### config.mk
export PLATFORM = sky130hd
export DESIGN_NAME = kalman_harmonic_top
export DESIGN_NICKNAME = d
export VERILOG_FILES = /design/src/verilog/kalman_pkg.sv /design/src/verilog/dp_ram.sv /design/src/verilog/apb_host_port.sv /design/src/verilog/harmonic_sequencer.sv /design/src/verilog/mac_unit.sv /design/src/verilog/estimate_out.sv /design/src/verilog/kalman_harmonic_top.sv
export SDC_FILE = /design/constraint.sdc
export NUM_CORES = 2
export LEC_CHECK = 0
export BUFFER_PORTS_ARGS = -buffer_cell sky130_fd_sc_hd__buf_4
export CAP_MARGIN = 30
export CORE_ASPECT_RATIO = 0.9
export CORE_MARGIN = 2
export CORE_UTILIZATION = 64
export DETAILED_ROUTE_END_ITERATION = 10
export PLACE_DENSITY = 0.86
export SYNTH_ARGS = -nofsm -noshare
export SYNTH_HDL_FRONTEND = slang
export SYNTH_SLANG_ARGS = --single-unit
### constraint.sdc
create_clock -name clk_i -period 9.9 [get_ports clk_i]
set_input_delay 1.98 -clock clk_i [delete_from_list [all_inputs] [get_ports clk_i]]
set_output_delay 1.98 -clock clk_i [all_outputs]
set_load 0.01 [all_outputs]
### src/verilog/kalman_pkg.sv
package kalman_pkg;

	localparam int HARMONICS_NUM = 4;
	localparam int HARM_IDX_WIDTH = $clog2(HARMONICS_NUM);
	localparam int Q_FRAC_BITS = 16; // Q2.16 samples, also the product shift

	// coefficient layout per harmonic
	localparam int COEF_PER_HARM = 4;
	localparam int COEF_COS = 0;
	localparam int COEF_SIN = 1;
	localparam int COEF_K1 = 2;
	localparam int COEF_K2 = 3;

	// state layout per harmonic
	localparam int STATE_PER_HARM = 2;
	localparam int STATE_X1 = 0;
	localparam int STATE_X2 = 1;

	localparam int COEF_ADDR_WIDTH = 4;
	localparam int STATE_ADDR_WIDTH = 3;
	localparam int APB_ADDR_WIDTH = 8;
	localparam int MAC_LATENCY = 2; // op_valid to res_valid

	typedef logic signed [17:0] sample_t;
	typedef logic signed [35:0] product_t;
	typedef logic [COEF_ADDR_WIDTH-1:0] coef_addr_t;
	typedef logic [STATE_ADDR_WIDTH-1:0] state_addr_t;
	typedef logic [HARM_IDX_WIDTH-1:0] harm_idx_t;
	typedef logic [APB_ADDR_WIDTH-1:0] apb_addr_t;

	localparam apb_addr_t REG_CTRL = 8'h00; // bit 0 start, bit 1 clear
	localparam apb_addr_t REG_STATUS = 8'h04; // bit 0 busy
	localparam apb_addr_t REG_SAMPLE = 8'h08;
	localparam apb_addr_t COEF_BASE = 8'h40; // word per coefficient, harmonic major

	typedef enum logic [2:0] {
		IDLE,
		PRED_RD,
		PRED_WAIT,
		ERR_WAIT,
		CORR_RD,
		CORR_WAIT,
		CLEAR,
		DONE
	} seq_state_e;

endpackage

### src/verilog/dp_ram.sv
`timescale 1ns/1ps

module dp_ram #(
	parameter int DEPTH = 16,
	parameter int WIDTH = 18
) (
	input logic clk_i,
	input logic we_i,
	input logic [$clog2(DEPTH)-1:0] waddr_i,
	input logic [WIDTH-1:0] wdata_i,
	input logic [$clog2(DEPTH)-1:0] raddr_i,
	output logic [WIDTH-1:0] rdata_o
);

	logic [WIDTH-1:0] mem_q [DEPTH];

	always_ff @(posedge clk_i) begin
		if (we_i)
			mem_q[waddr_i] <= wdata_i;
		rdata_o <= mem_q[raddr_i]; // read data shows up one cycle after the address
	end

	// a write to an unknown address would smear X over the whole array
	assert property (@(posedge clk_i) we_i |-> !$isunknown(waddr_i))
		else $error("dp_ram write with unknown address");

endmodule

### src/verilog/apb_host_port.sv
`timescale 1ns/1ps

module apb_host_port (
	input logic clk_i,
	input logic harmonics_rst,
	input logic psel_i,
	input logic penable_i,
	input logic pwrite_i,
	input kalman_pkg::apb_addr_t paddr_i,
	input logic [31:0] pwdata_i,
	output logic [31:0] prdata_o,
	output logic pready_o,
	output logic pslverr_o,
	input logic busy_i,
	output logic coef_we_o,
	output kalman_pkg::coef_addr_t coef_waddr_o,
	output kalman_pkg::sample_t coef_wdata_o,
	output kalman_pkg::sample_t sample_o,
	output logic start_o,
	output logic clear_o
);

	logic access;
	logic is_ctrl;
	logic is_status;
	logic is_sample;
	logic is_coef;
	logic mapped;
	logic wr_ok;

	assign access = psel_i & penable_i; // no wait states, every transfer ends here
	assign is_ctrl = paddr_i == kalman_pkg::REG_CTRL;
	assign is_status = paddr_i == kalman_pkg::REG_STATUS;
	assign is_sample = paddr_i == kalman_pkg::REG_SAMPLE;
	assign is_coef = (paddr_i >= kalman_pkg::COEF_BASE)
		&& (paddr_i < kalman_pkg::COEF_BASE
			+ 4 * kalman_pkg::HARMONICS_NUM * kalman_pkg::COEF_PER_HARM)
		&& (paddr_i[1:0] == 2'b00);
	assign mapped = is_ctrl | is_status | is_sample | is_coef;

	// status is read only so a write to it is simply dropped
	assign wr_ok = access & pwrite_i & mapped & ~is_status & ~busy_i;

	assign pready_o = 1'b1;
	assign pslverr_o = access & (~mapped | (pwrite_i & ~is_status & busy_i));

	assign coef_we_o = wr_ok & is_coef;
	assign coef_waddr_o = kalman_pkg::coef_addr_t'((paddr_i - kalman_pkg::COEF_BASE) >> 2);
	assign coef_wdata_o = pwdata_i[17:0];

	// single cycle pulses since the access phase lasts one cycle
	assign start_o = wr_ok & is_ctrl & pwdata_i[0];
	assign clear_o = wr_ok & is_ctrl & pwdata_i[1];

	always_ff @(posedge clk_i) begin
		if (wr_ok & is_sample)
			sample_o <= pwdata_i[17:0];
	end

	always_comb begin
		prdata_o = '0; // control bits read back as zero, so do unmapped addresses
		if (is_status)
			prdata_o = {31'b0, busy_i};
		else if (is_sample)
			prdata_o = {{14{sample_o[17]}}, sample_o};
	end

	assert property (@(posedge clk_i) disable iff (harmonics_rst)
		penable_i |-> $past(psel_i && !penable_i))
		else $error("APB access phase without a setup phase");

endmodule

### src/verilog/harmonic_sequencer.sv
`timescale 1ns/1ps

module harmonic_sequencer (
	input logic clk_i,
	input logic harmonics_rst,
	input logic start_i,
	input logic clear_i,
	output logic busy_o,
	output kalman_pkg::coef_addr_t coef_raddr_o,
	output kalman_pkg::state_addr_t state_raddr_o,
	input kalman_pkg::sample_t coef_rdata_i,
	input kalman_pkg::sample_t state_rdata_i,
	input logic err_valid_i,
	input kalman_pkg::sample_t err_i,
	output logic op_valid_o,
	output kalman_pkg::sample_t op_a0_o,
	output kalman_pkg::sample_t op_b0_o,
	output kalman_pkg::sample_t op_a1_o,
	output kalman_pkg::sample_t op_b1_o,
	output kalman_pkg::sample_t op_addend_o,
	output logic op_sub_o,
	output logic [kalman_pkg::STATE_ADDR_WIDTH:0] op_tag_o,
	output logic clr_we_o,
	output kalman_pkg::state_addr_t clr_addr_o,
	input logic res_valid_i
);

	kalman_pkg::seq_state_e state_q;
	kalman_pkg::harm_idx_t harm_q;
	logic step_q; // which half of a read or issue pair
	logic last_harm;
	kalman_pkg::state_addr_t cur_addr;
	kalman_pkg::sample_t coef_d1;
	kalman_pkg::sample_t coef_d2;
	kalman_pkg::sample_t state_d1;
	kalman_pkg::sample_t state_d2;
	kalman_pkg::sample_t err_q;

	function automatic kalman_pkg::coef_addr_t coef_addr(input kalman_pkg::harm_idx_t h,
			input int off);
		return kalman_pkg::coef_addr_t'(int'(h) * kalman_pkg::COEF_PER_HARM + off);
	endfunction

	function automatic kalman_pkg::state_addr_t state_addr(input kalman_pkg::harm_idx_t h,
			input int off);
		return kalman_pkg::state_addr_t'(int'(h) * kalman_pkg::STATE_PER_HARM + off);
	endfunction

	assign last_harm = harm_q == kalman_pkg::harm_idx_t'(kalman_pkg::HARMONICS_NUM - 1);
	assign busy_o = state_q != kalman_pkg::IDLE;
	assign cur_addr = state_addr(harm_q, step_q ? kalman_pkg::STATE_X2 : kalman_pkg::STATE_X1);

	always_ff @(posedge clk_i) begin
		if (harmonics_rst) begin
			state_q <= kalman_pkg::IDLE;
			harm_q <= '0;
			step_q <= 1'b0;
		end else begin
			step_q <= 1'b0;
			case (state_q)
				kalman_pkg::IDLE: begin
					if (start_i)
						state_q <= kalman_pkg::PRED_RD;
					else if (clear_i)
						state_q <= kalman_pkg::CLEAR;
				end
				kalman_pkg::PRED_RD, kalman_pkg::CORR_RD: begin
					step_q <= ~step_q;
					if (step_q)
						state_q <= (state_q == kalman_pkg::PRED_RD) ?
							kalman_pkg::PRED_WAIT : kalman_pkg::CORR_WAIT;
				end
				kalman_pkg::PRED_WAIT: begin
					step_q <= ~step_q;
					if (step_q) begin
						harm_q <= last_harm ? '0 : harm_q + 1'b1;
						state_q <= last_harm ? kalman_pkg::ERR_WAIT : kalman_pkg::PRED_RD;
					end
				end
				kalman_pkg::ERR_WAIT: begin
					if (err_valid_i)
						state_q <= kalman_pkg::CORR_RD;
				end
				kalman_pkg::CORR_WAIT: begin
					step_q <= ~step_q;
					if (step_q) begin
						harm_q <= last_harm ? '0 : harm_q + 1'b1;
						state_q <= last_harm ? kalman_pkg::DONE : kalman_pkg::CORR_RD;
					end
				end
				kalman_pkg::CLEAR: begin
					step_q <= ~step_q;
					if (step_q) begin
						harm_q <= last_harm ? '0 : harm_q + 1'b1;
						if (last_harm)
							state_q <= kalman_pkg::IDLE;
					end
				end
				default: begin
					if (!res_valid_i) // stay until the MAC has drained
						state_q <= kalman_pkg::IDLE;
				end
			endcase
		end
	end

	// two deep history of the RAM outputs so both ops of a pair see their operands
	always_ff @(posedge clk_i) begin
		coef_d1 <= coef_rdata_i;
		coef_d2 <= coef_d1;
		state_d1 <= state_rdata_i;
		state_d2 <= state_d1;
		if (err_valid_i)
			err_q <= err_i;
	end

	always_comb begin
		if (state_q == kalman_pkg::CORR_RD)
			coef_raddr_o = coef_addr(harm_q, step_q ? kalman_pkg::COEF_K2 : kalman_pkg::COEF_K1);
		else
			coef_raddr_o = coef_addr(harm_q, step_q ? kalman_pkg::COEF_SIN : kalman_pkg::COEF_COS);
	end

	assign state_raddr_o = cur_addr;
	assign clr_we_o = state_q == kalman_pkg::CLEAR;
	assign clr_addr_o = cur_addr;

	always_comb begin
		op_valid_o = 1'b0;
		op_a0_o = coef_d1;
		op_b0_o = state_d1;
		op_a1_o = '0;
		op_b1_o = '0;
		op_addend_o = '0;
		op_sub_o = 1'b0;
		op_tag_o = {1'b0, cur_addr};
		case (state_q)
			kalman_pkg::PRED_WAIT: begin
				op_valid_o = 1'b1;
				if (!step_q) begin // a = cos*x1 - sin*x2 with sin and x2 still on the RAM outputs
					op_a1_o = coef_rdata_i;
					op_b1_o = state_rdata_i;
					op_sub_o = 1'b1;
					op_tag_o = {1'b1, cur_addr};
				end else begin // x2p = sin*x1 + cos*x2
					op_b0_o = state_d2;
					op_a1_o = coef_d2;
					op_b1_o = state_d1;
				end
			end
			kalman_pkg::CORR_WAIT: begin
				op_valid_o = 1'b1; // x + k*err, second product left at zero
				op_b0_o = err_q;
				op_addend_o = state_d1;
			end
			default: ;
		endcase
	end

	// the APB side refuses control writes during a run
	assert property (@(posedge clk_i) disable iff (harmonics_rst) start_i |-> !busy_o)
		else $error("start arrived while busy");

endmodule

### src/verilog/mac_unit.sv
`timescale 1ns/1ps

module mac_unit (
	input logic clk_i,
	input logic harmonics_rst,
	input logic op_valid_i,
	input kalman_pkg::sample_t op_a0_i,
	input kalman_pkg::sample_t op_b0_i,
	input kalman_pkg::sample_t op_a1_i,
	input kalman_pkg::sample_t op_b1_i,
	input kalman_pkg::sample_t op_addend_i,
	input logic op_sub_i,
	input logic [kalman_pkg::STATE_ADDR_WIDTH:0] op_tag_i,
	output logic res_valid_o,
	output kalman_pkg::sample_t res_o,
	output logic [kalman_pkg::STATE_ADDR_WIDTH:0] res_tag_o
);

	logic valid_q;
	kalman_pkg::product_t prod0_q;
	kalman_pkg::product_t prod1_q;
	kalman_pkg::sample_t addend_q;
	logic sub_q;
	logic [kalman_pkg::STATE_ADDR_WIDTH:0] tag_q;
	kalman_pkg::sample_t term0;
	kalman_pkg::sample_t term1;

	always_ff @(posedge clk_i) begin
		if (harmonics_rst) begin
			valid_q <= 1'b0;
			res_valid_o <= 1'b0;
		end else begin
			valid_q <= op_valid_i;
			res_valid_o <= valid_q;
		end
	end

	// stage one keeps the full 36-bit signed products
	always_ff @(posedge clk_i) begin
		prod0_q <= op_a0_i * op_b0_i;
		prod1_q <= op_a1_i * op_b1_i;
		addend_q <= op_addend_i;
		sub_q <= op_sub_i;
		tag_q <= op_tag_i;
	end

	assign term0 = kalman_pkg::sample_t'(prod0_q >>> kalman_pkg::Q_FRAC_BITS);
	assign term1 = kalman_pkg::sample_t'(prod1_q >>> kalman_pkg::Q_FRAC_BITS);

	always_ff @(posedge clk_i) begin
		res_o <= sub_q ? addend_q + term0 - term1 : addend_q + term0 + term1; // wraps at 18 bits
		res_tag_o <= tag_q;
	end

	// an unknown operand means a state was read before any clear pass
	assert property (@(posedge clk_i) disable iff (harmonics_rst)
		op_valid_i |-> !$isunknown({op_a0_i, op_b0_i, op_a1_i, op_b1_i, op_addend_i}))
		else $error("MAC operand unknown at issue");

endmodule

### src/verilog/estimate_out.sv
`timescale 1ns/1ps

module estimate_out (
	input logic clk_i,
	input logic harmonics_rst,
	input kalman_pkg::sample_t sample_i,
	input logic res_valid_i,
	input kalman_pkg::sample_t res_i,
	input logic [kalman_pkg::STATE_ADDR_WIDTH:0] res_tag_i,
	input logic clr_we_i,
	input kalman_pkg::state_addr_t clr_addr_i,
	output logic err_valid_o,
	output kalman_pkg::sample_t err_o,
	output logic state_we_o,
	output kalman_pkg::state_addr_t state_addr_o,
	output kalman_pkg::sample_t state_data_o,
	output kalman_pkg::sample_t estimate_o,
	output kalman_pkg::sample_t error_o,
	output logic sample_done_o
);

	kalman_pkg::sample_t acc_q;
	kalman_pkg::sample_t sum;
	kalman_pkg::harm_idx_t cnt_q;
	kalman_pkg::state_addr_t res_addr;
	logic pred_x1;
	logic last_pred;
	logic corr_q; // set once the error went out, the next writes are corrections

	assign res_addr = res_tag_i[kalman_pkg::STATE_ADDR_WIDTH-1:0];
	assign pred_x1 = res_valid_i & res_tag_i[kalman_pkg::STATE_ADDR_WIDTH];
	assign last_pred = pred_x1 && (cnt_q == kalman_pkg::harm_idx_t'(kalman_pkg::HARMONICS_NUM - 1));
	assign sum = acc_q + res_i;

	always_ff @(posedge clk_i) begin
		if (harmonics_rst) begin
			acc_q <= '0;
			cnt_q <= '0;
			err_valid_o <= 1'b0;
			corr_q <= 1'b0;
			sample_done_o <= 1'b0;
		end else begin
			err_valid_o <= last_pred;
			sample_done_o <= 1'b0;
			if (pred_x1) begin
				acc_q <= last_pred ? '0 : sum; // cleared for the next sample
				cnt_q <= last_pred ? '0 : cnt_q + 1'b1;
			end
			// the last prediction x2 write lands while err_valid is high, one cycle before corr_q
			if (err_valid_o)
				corr_q <= 1'b1;
			if (corr_q && res_valid_i && res_addr == kalman_pkg::state_addr_t'(
					kalman_pkg::HARMONICS_NUM * kalman_pkg::STATE_PER_HARM - 1)) begin
				corr_q <= 1'b0;
				sample_done_o <= 1'b1;
			end
		end
	end

	always_ff @(posedge clk_i) begin
		if (last_pred) begin
			estimate_o <= sum;
			error_o <= sample_i - sum;
		end
	end

	assign err_o = error_o;

	// clear writes and MAC results never overlap
	assign state_we_o = res_valid_i | clr_we_i;
	assign state_addr_o = clr_we_i ? clr_addr_i : res_addr;
	assign state_data_o = clr_we_i ? '0 : res_i;

endmodule

### src/verilog/kalman_harmonic_top.sv
`timescale 1ns/1ps

module kalman_harmonic_top (
	input logic clk_i,
	input logic harmonics_rst,
	input logic psel_i,
	input logic penable_i,
	input logic pwrite_i,
	input kalman_pkg::apb_addr_t paddr_i,
	input logic [31:0] pwdata_i,
	output logic [31:0] prdata_o,
	output logic pready_o,
	output logic pslverr_o,
	output logic state_we_o,
	output kalman_pkg::state_addr_t state_addr_o,
	output kalman_pkg::sample_t state_data_o,
	output kalman_pkg::sample_t estimate_o,
	output kalman_pkg::sample_t error_o,
	output logic sample_done_o
);

	logic coef_we;
	kalman_pkg::coef_addr_t coef_waddr;
	kalman_pkg::sample_t coef_wdata;
	kalman_pkg::sample_t sample;
	logic start;
	logic clear;
	logic busy;
	kalman_pkg::coef_addr_t coef_raddr;
	kalman_pkg::sample_t coef_rdata;
	kalman_pkg::state_addr_t state_raddr;
	kalman_pkg::sample_t state_rdata;
	logic err_valid;
	kalman_pkg::sample_t err;
	logic op_valid;
	kalman_pkg::sample_t op_a0;
	kalman_pkg::sample_t op_b0;
	kalman_pkg::sample_t op_a1;
	kalman_pkg::sample_t op_b1;
	kalman_pkg::sample_t op_addend;
	logic op_sub;
	logic [kalman_pkg::STATE_ADDR_WIDTH:0] op_tag;
	logic clr_we;
	kalman_pkg::state_addr_t clr_addr;
	logic res_valid;
	kalman_pkg::sample_t res;
	logic [kalman_pkg::STATE_ADDR_WIDTH:0] res_tag;

	apb_host_port u_apb (
		.clk_i(clk_i), .harmonics_rst(harmonics_rst),
		.psel_i(psel_i), .penable_i(penable_i), .pwrite_i(pwrite_i),
		.paddr_i(paddr_i), .pwdata_i(pwdata_i), .prdata_o(prdata_o),
		.pready_o(pready_o), .pslverr_o(pslverr_o), .busy_i(busy),
		.coef_we_o(coef_we), .coef_waddr_o(coef_waddr), .coef_wdata_o(coef_wdata),
		.sample_o(sample), .start_o(start), .clear_o(clear)
	);

	dp_ram #(
		.DEPTH(kalman_pkg::HARMONICS_NUM * kalman_pkg::COEF_PER_HARM),
		.WIDTH(18)
	) u_coef_ram (
		.clk_i(clk_i), .we_i(coef_we), .waddr_i(coef_waddr), .wdata_i(coef_wdata),
		.raddr_i(coef_raddr), .rdata_o(coef_rdata)
	);

	// state writes come back from the output side, MAC results and clears alike
	dp_ram #(
		.DEPTH(kalman_pkg::HARMONICS_NUM * kalman_pkg::STATE_PER_HARM),
		.WIDTH(18)
	) u_state_ram (
		.clk_i(clk_i), .we_i(state_we_o), .waddr_i(state_addr_o), .wdata_i(state_data_o),
		.raddr_i(state_raddr), .rdata_o(state_rdata)
	);

	harmonic_sequencer u_seq (
		.clk_i(clk_i), .harmonics_rst(harmonics_rst),
		.start_i(start), .clear_i(clear), .busy_o(busy),
		.coef_raddr_o(coef_raddr), .state_raddr_o(state_raddr),
		.coef_rdata_i(coef_rdata), .state_rdata_i(state_rdata),
		.err_valid_i(err_valid), .err_i(err),
		.op_valid_o(op_valid), .op_a0_o(op_a0), .op_b0_o(op_b0),
		.op_a1_o(op_a1), .op_b1_o(op_b1), .op_addend_o(op_addend),
		.op_sub_o(op_sub), .op_tag_o(op_tag),
		.clr_we_o(clr_we), .clr_addr_o(clr_addr), .res_valid_i(res_valid)
	);

	mac_unit u_mac (
		.clk_i(clk_i), .harmonics_rst(harmonics_rst),
		.op_valid_i(op_valid), .op_a0_i(op_a0), .op_b0_i(op_b0),
		.op_a1_i(op_a1), .op_b1_i(op_b1), .op_addend_i(op_addend),
		.op_sub_i(op_sub), .op_tag_i(op_tag),
		.res_valid_o(res_valid), .res_o(res), .res_tag_o(res_tag)
	);

	estimate_out u_est (
		.clk_i(clk_i), .harmonics_rst(harmonics_rst), .sample_i(sample),
		.res_valid_i(res_valid), .res_i(res), .res_tag_i(res_tag),
		.clr_we_i(clr_we), .clr_addr_i(clr_addr),
		.err_valid_o(err_valid), .err_o(err),
		.state_we_o(state_we_o), .state_addr_o(state_addr_o), .state_data_o(state_data_o),
		.estimate_o(estimate_o), .error_o(error_o), .sample_done_o(sample_done_o)
	);

endmodule

==> flow_metrics.tcl <==
set metrics [dict create \
    outcome "complete, no violations" \
    report.final.slew_viol_count 0 \
    start_util 0.6465 \
    die_h_um 269.9 \
    io_buffers 122 \
    grt_pass1_vias 35790 \
    synthFlopType "edfxtp_1" \
    top_layer "met5" \
    cts_root_buf "clkbuf_16" \
    die-width_um 299.5 \
    syn_avg_cell_area_sq_um 12.07 \
    grt_remaining_overflow 0 \
    drtAntennaViolNets 0 \
    grt_max_degree 73 \
    drt_iter0_markers 4210 \
    worst_pin_slew_ns 1.271 \
    final-setup-viol-count 0 \
    rsz0062_at_grt "false" \
    dp_hpwl_mm 97.48 \
    endpoint "u_mac.prod0_q[31]" \
    period_share 0.9143 \
    crit_start "u_seq.state_q[1]" \
    synth.cell_area_sq_um 50290 \
    rows 97 \
    syn_nets 5084 \
    worst_r2r_endpoint "u_mac.prod0_q[31]" \
    routabilityCongestion 0.9962 \
    maxCapViolations 0 \
    m1WireLength_mm 48.09 \
    dr.pass1.iters 7 \
    hp-start "u_mac.tag_q[0]" \
    cts_setup_buffers 0 \
    async_flop_share 0 \
    setup-tns-final_ns 0 \
    synth_top_area_cell "edfxtp_1" \
    max_slew_margin 0.1420 \
    top_register "u_coef_ram.mem_q" \
    cts.sinks 723 \
    whs_path_depth 0 \
    crit_path_start_kind "flop" \
    synth_warnings 0 \
    synth_cell_types 79 \
    path_class "reg2reg" \
    antenna_found_initial 6 \
    totalWireLength_mm 140.5 \
    synth.area.top_cells "edfxtp_1 (30%), fa_1 (25%), dfxtp_1 (8.7%), ha_1 (6.0%), mux4_2 (5.6%)" \
    worstHoldPathType "reg2reg" \
    synth_cells 4166 \
    vias 33960 \
    detail_route.wl_per_cell_um 25.96 \
    timing.rr.start "u_seq.state_q[1]" \
    cts_tree "yes" \
    clkLatencyLatePin_ns 0.64 \
    nets 5225 \
    ioPinCount 138 \
    worst_ep_arrival_time_ns 9.59 \
    routed-wl-met2_mm 66.42 \
    crit_slowest_cell "or3b_2" \
    finalHoldViolCount 0 \
    ys_top_cells_by_count "inv_1 (745), fa_1 (632), edfxtp_1 (504)" \
    cp_common_cell "fa_1" \
    drive_above_1_share 0.1236 \
    end_kind "flop" \
    synth_edf_count 504 \
    clk_pin_slew_ns 0.06 \
    synth_top_area_frac 0.3009 \
    grtUsageTotal 0.3495 \
    met3WireLength_mm 16.83 \
    timing.fmax_mhz 110.5 \
    r2r_cells 29 \
    worstPathRequired_ns 10.44 \
    slowest_delay_ns 0.73 \
    largest_register_ffs 288 \
    die-area_sq_um 80840 \
    crit_fanout 18 \
    grt_first_pass_wirelength_mm 211.9 \
    ff2ff_setup_slack_ns 0.85 \
    ys_seq_area_frac 0.3881 \
    area_growth_pct 9.605 \
    skew_ns 0.02332 \
    fin_crit_ns 9.052 \
    cts_buffer_depth 3 \
    synth_most_common_cell "inv_1" \
    cts_hold_buf 0 \
    cts_resized 0 \
    top_regs "u_coef_ram.mem_q x288, u_state_ram.mem_q x144" \
    cts-htree-levels 3 \
    synth_seq_cells 723 \
    via_per_inst 6.276 \
    core_sq_um 77800 \
    nFillCells 4748 \
    route.detailed.drc 0 \
    cts_buffers 73 \
]
## worst max-delay path: cells and delay by family, from the launching register on
kind,cells,cell delay (ns)
AND/OR/NAND/NOR,8,2.29
adder cells (fa/ha/maj),7,3.21
AO/OA/AOI/OAI,7,1.94
buffers and inverters,6,0.62
XOR/XNOR,1,0.22
flip-flops,1,0.63
## per-stage QoR
stage	worst slack, ns	utilization	instance area [sq um]	cells	hold WS, ns
after floorplan	2.619	-	50290	4166	0.3096
after global placement	1.341	0.6757	52560	5264	0.3099
after detailed placement	1.171	0.6759	52590	5267	0.3144
after CTS	1.044	0.7076	55050	5403	0.3280
after global routing	0.5526	0.7085	55120	5408	0.3300
final	0.8483	0.7086	55120	5411	0.3282
## worst min path at each step
stage	to	slack, ns
final	u_mac.res_tag_o[0]	0.33
after global routing	u_mac.res_tag_o[0]	0.33
after CTS	u_mac.res_tag_o[0]	0.33
after detailed placement	u_mac.res_tag_o[1]	0.31
after global placement	u_mac.res_tag_o[0]	0.31
after floorplan	u_mac.res_tag_o[0]	0.31
## routing by layer
layer | vias up | global-route usage
met5 | - | 0
met4 | 6 | 0.1888
met3 | 570 | 0.09186
met2 | 2497 | 0.5503
met1 | 17090 | 0.4466
li1 | 13800 | -
## cell usage in the layout (no fill, tap or decap), types with 36 or more instances in the layout
cell type / instances
a21oi_1: 64
and2_1: 201
buf_4: 195
clkbuf_16: 75
dfxtp_1: 216
edfxtp_1: 504
fa_1: 632
ha_1: 241
inv_1: 745
mux2_2: 49
mux4_2: 126
nand2_1: 455
nor2_1: 224
nor3_1: 40
o21ai_0: 36
xnor2_1: 111
## logic make-up (layout without fill, tap and decap cells)
kind of cell | Yosys count | in the layout | synth area share
and+or+nand+nor | 1068 | 1068 | 0.09772
DFF | 723 | 723 | 0.3881
adders and majority gates | 873 | 873 | 0.3115
AOI/OAI and AO/OA | 270 | 270 | 0.03689
xor gates and xnor gates | 144 | 144 | 0.02508
buffers and inverters | 881 | 1083 | 0.06705
muxes | 206 | 206 | 0.07356
other | 1 | 5 | 0.00007456
## final cells by class
type	count	area, sq um	area share
inverters	746	2800	0.05080
repair buffers	201	1545	0.02803
diodes	4	10.01	0.0001816
flip-flops and latches	723	19530	0.3542
well taps	1039	1300	0.02358
multi-input cells	2562	27480	0.4986
clock buffers	97	2003	0.03634
clock inverters	39	457.9	0.008307
Power is left out: the tool's default activity adds up to more than one toggle a clock period on the data nets, which glitch-free logic cannot reach.
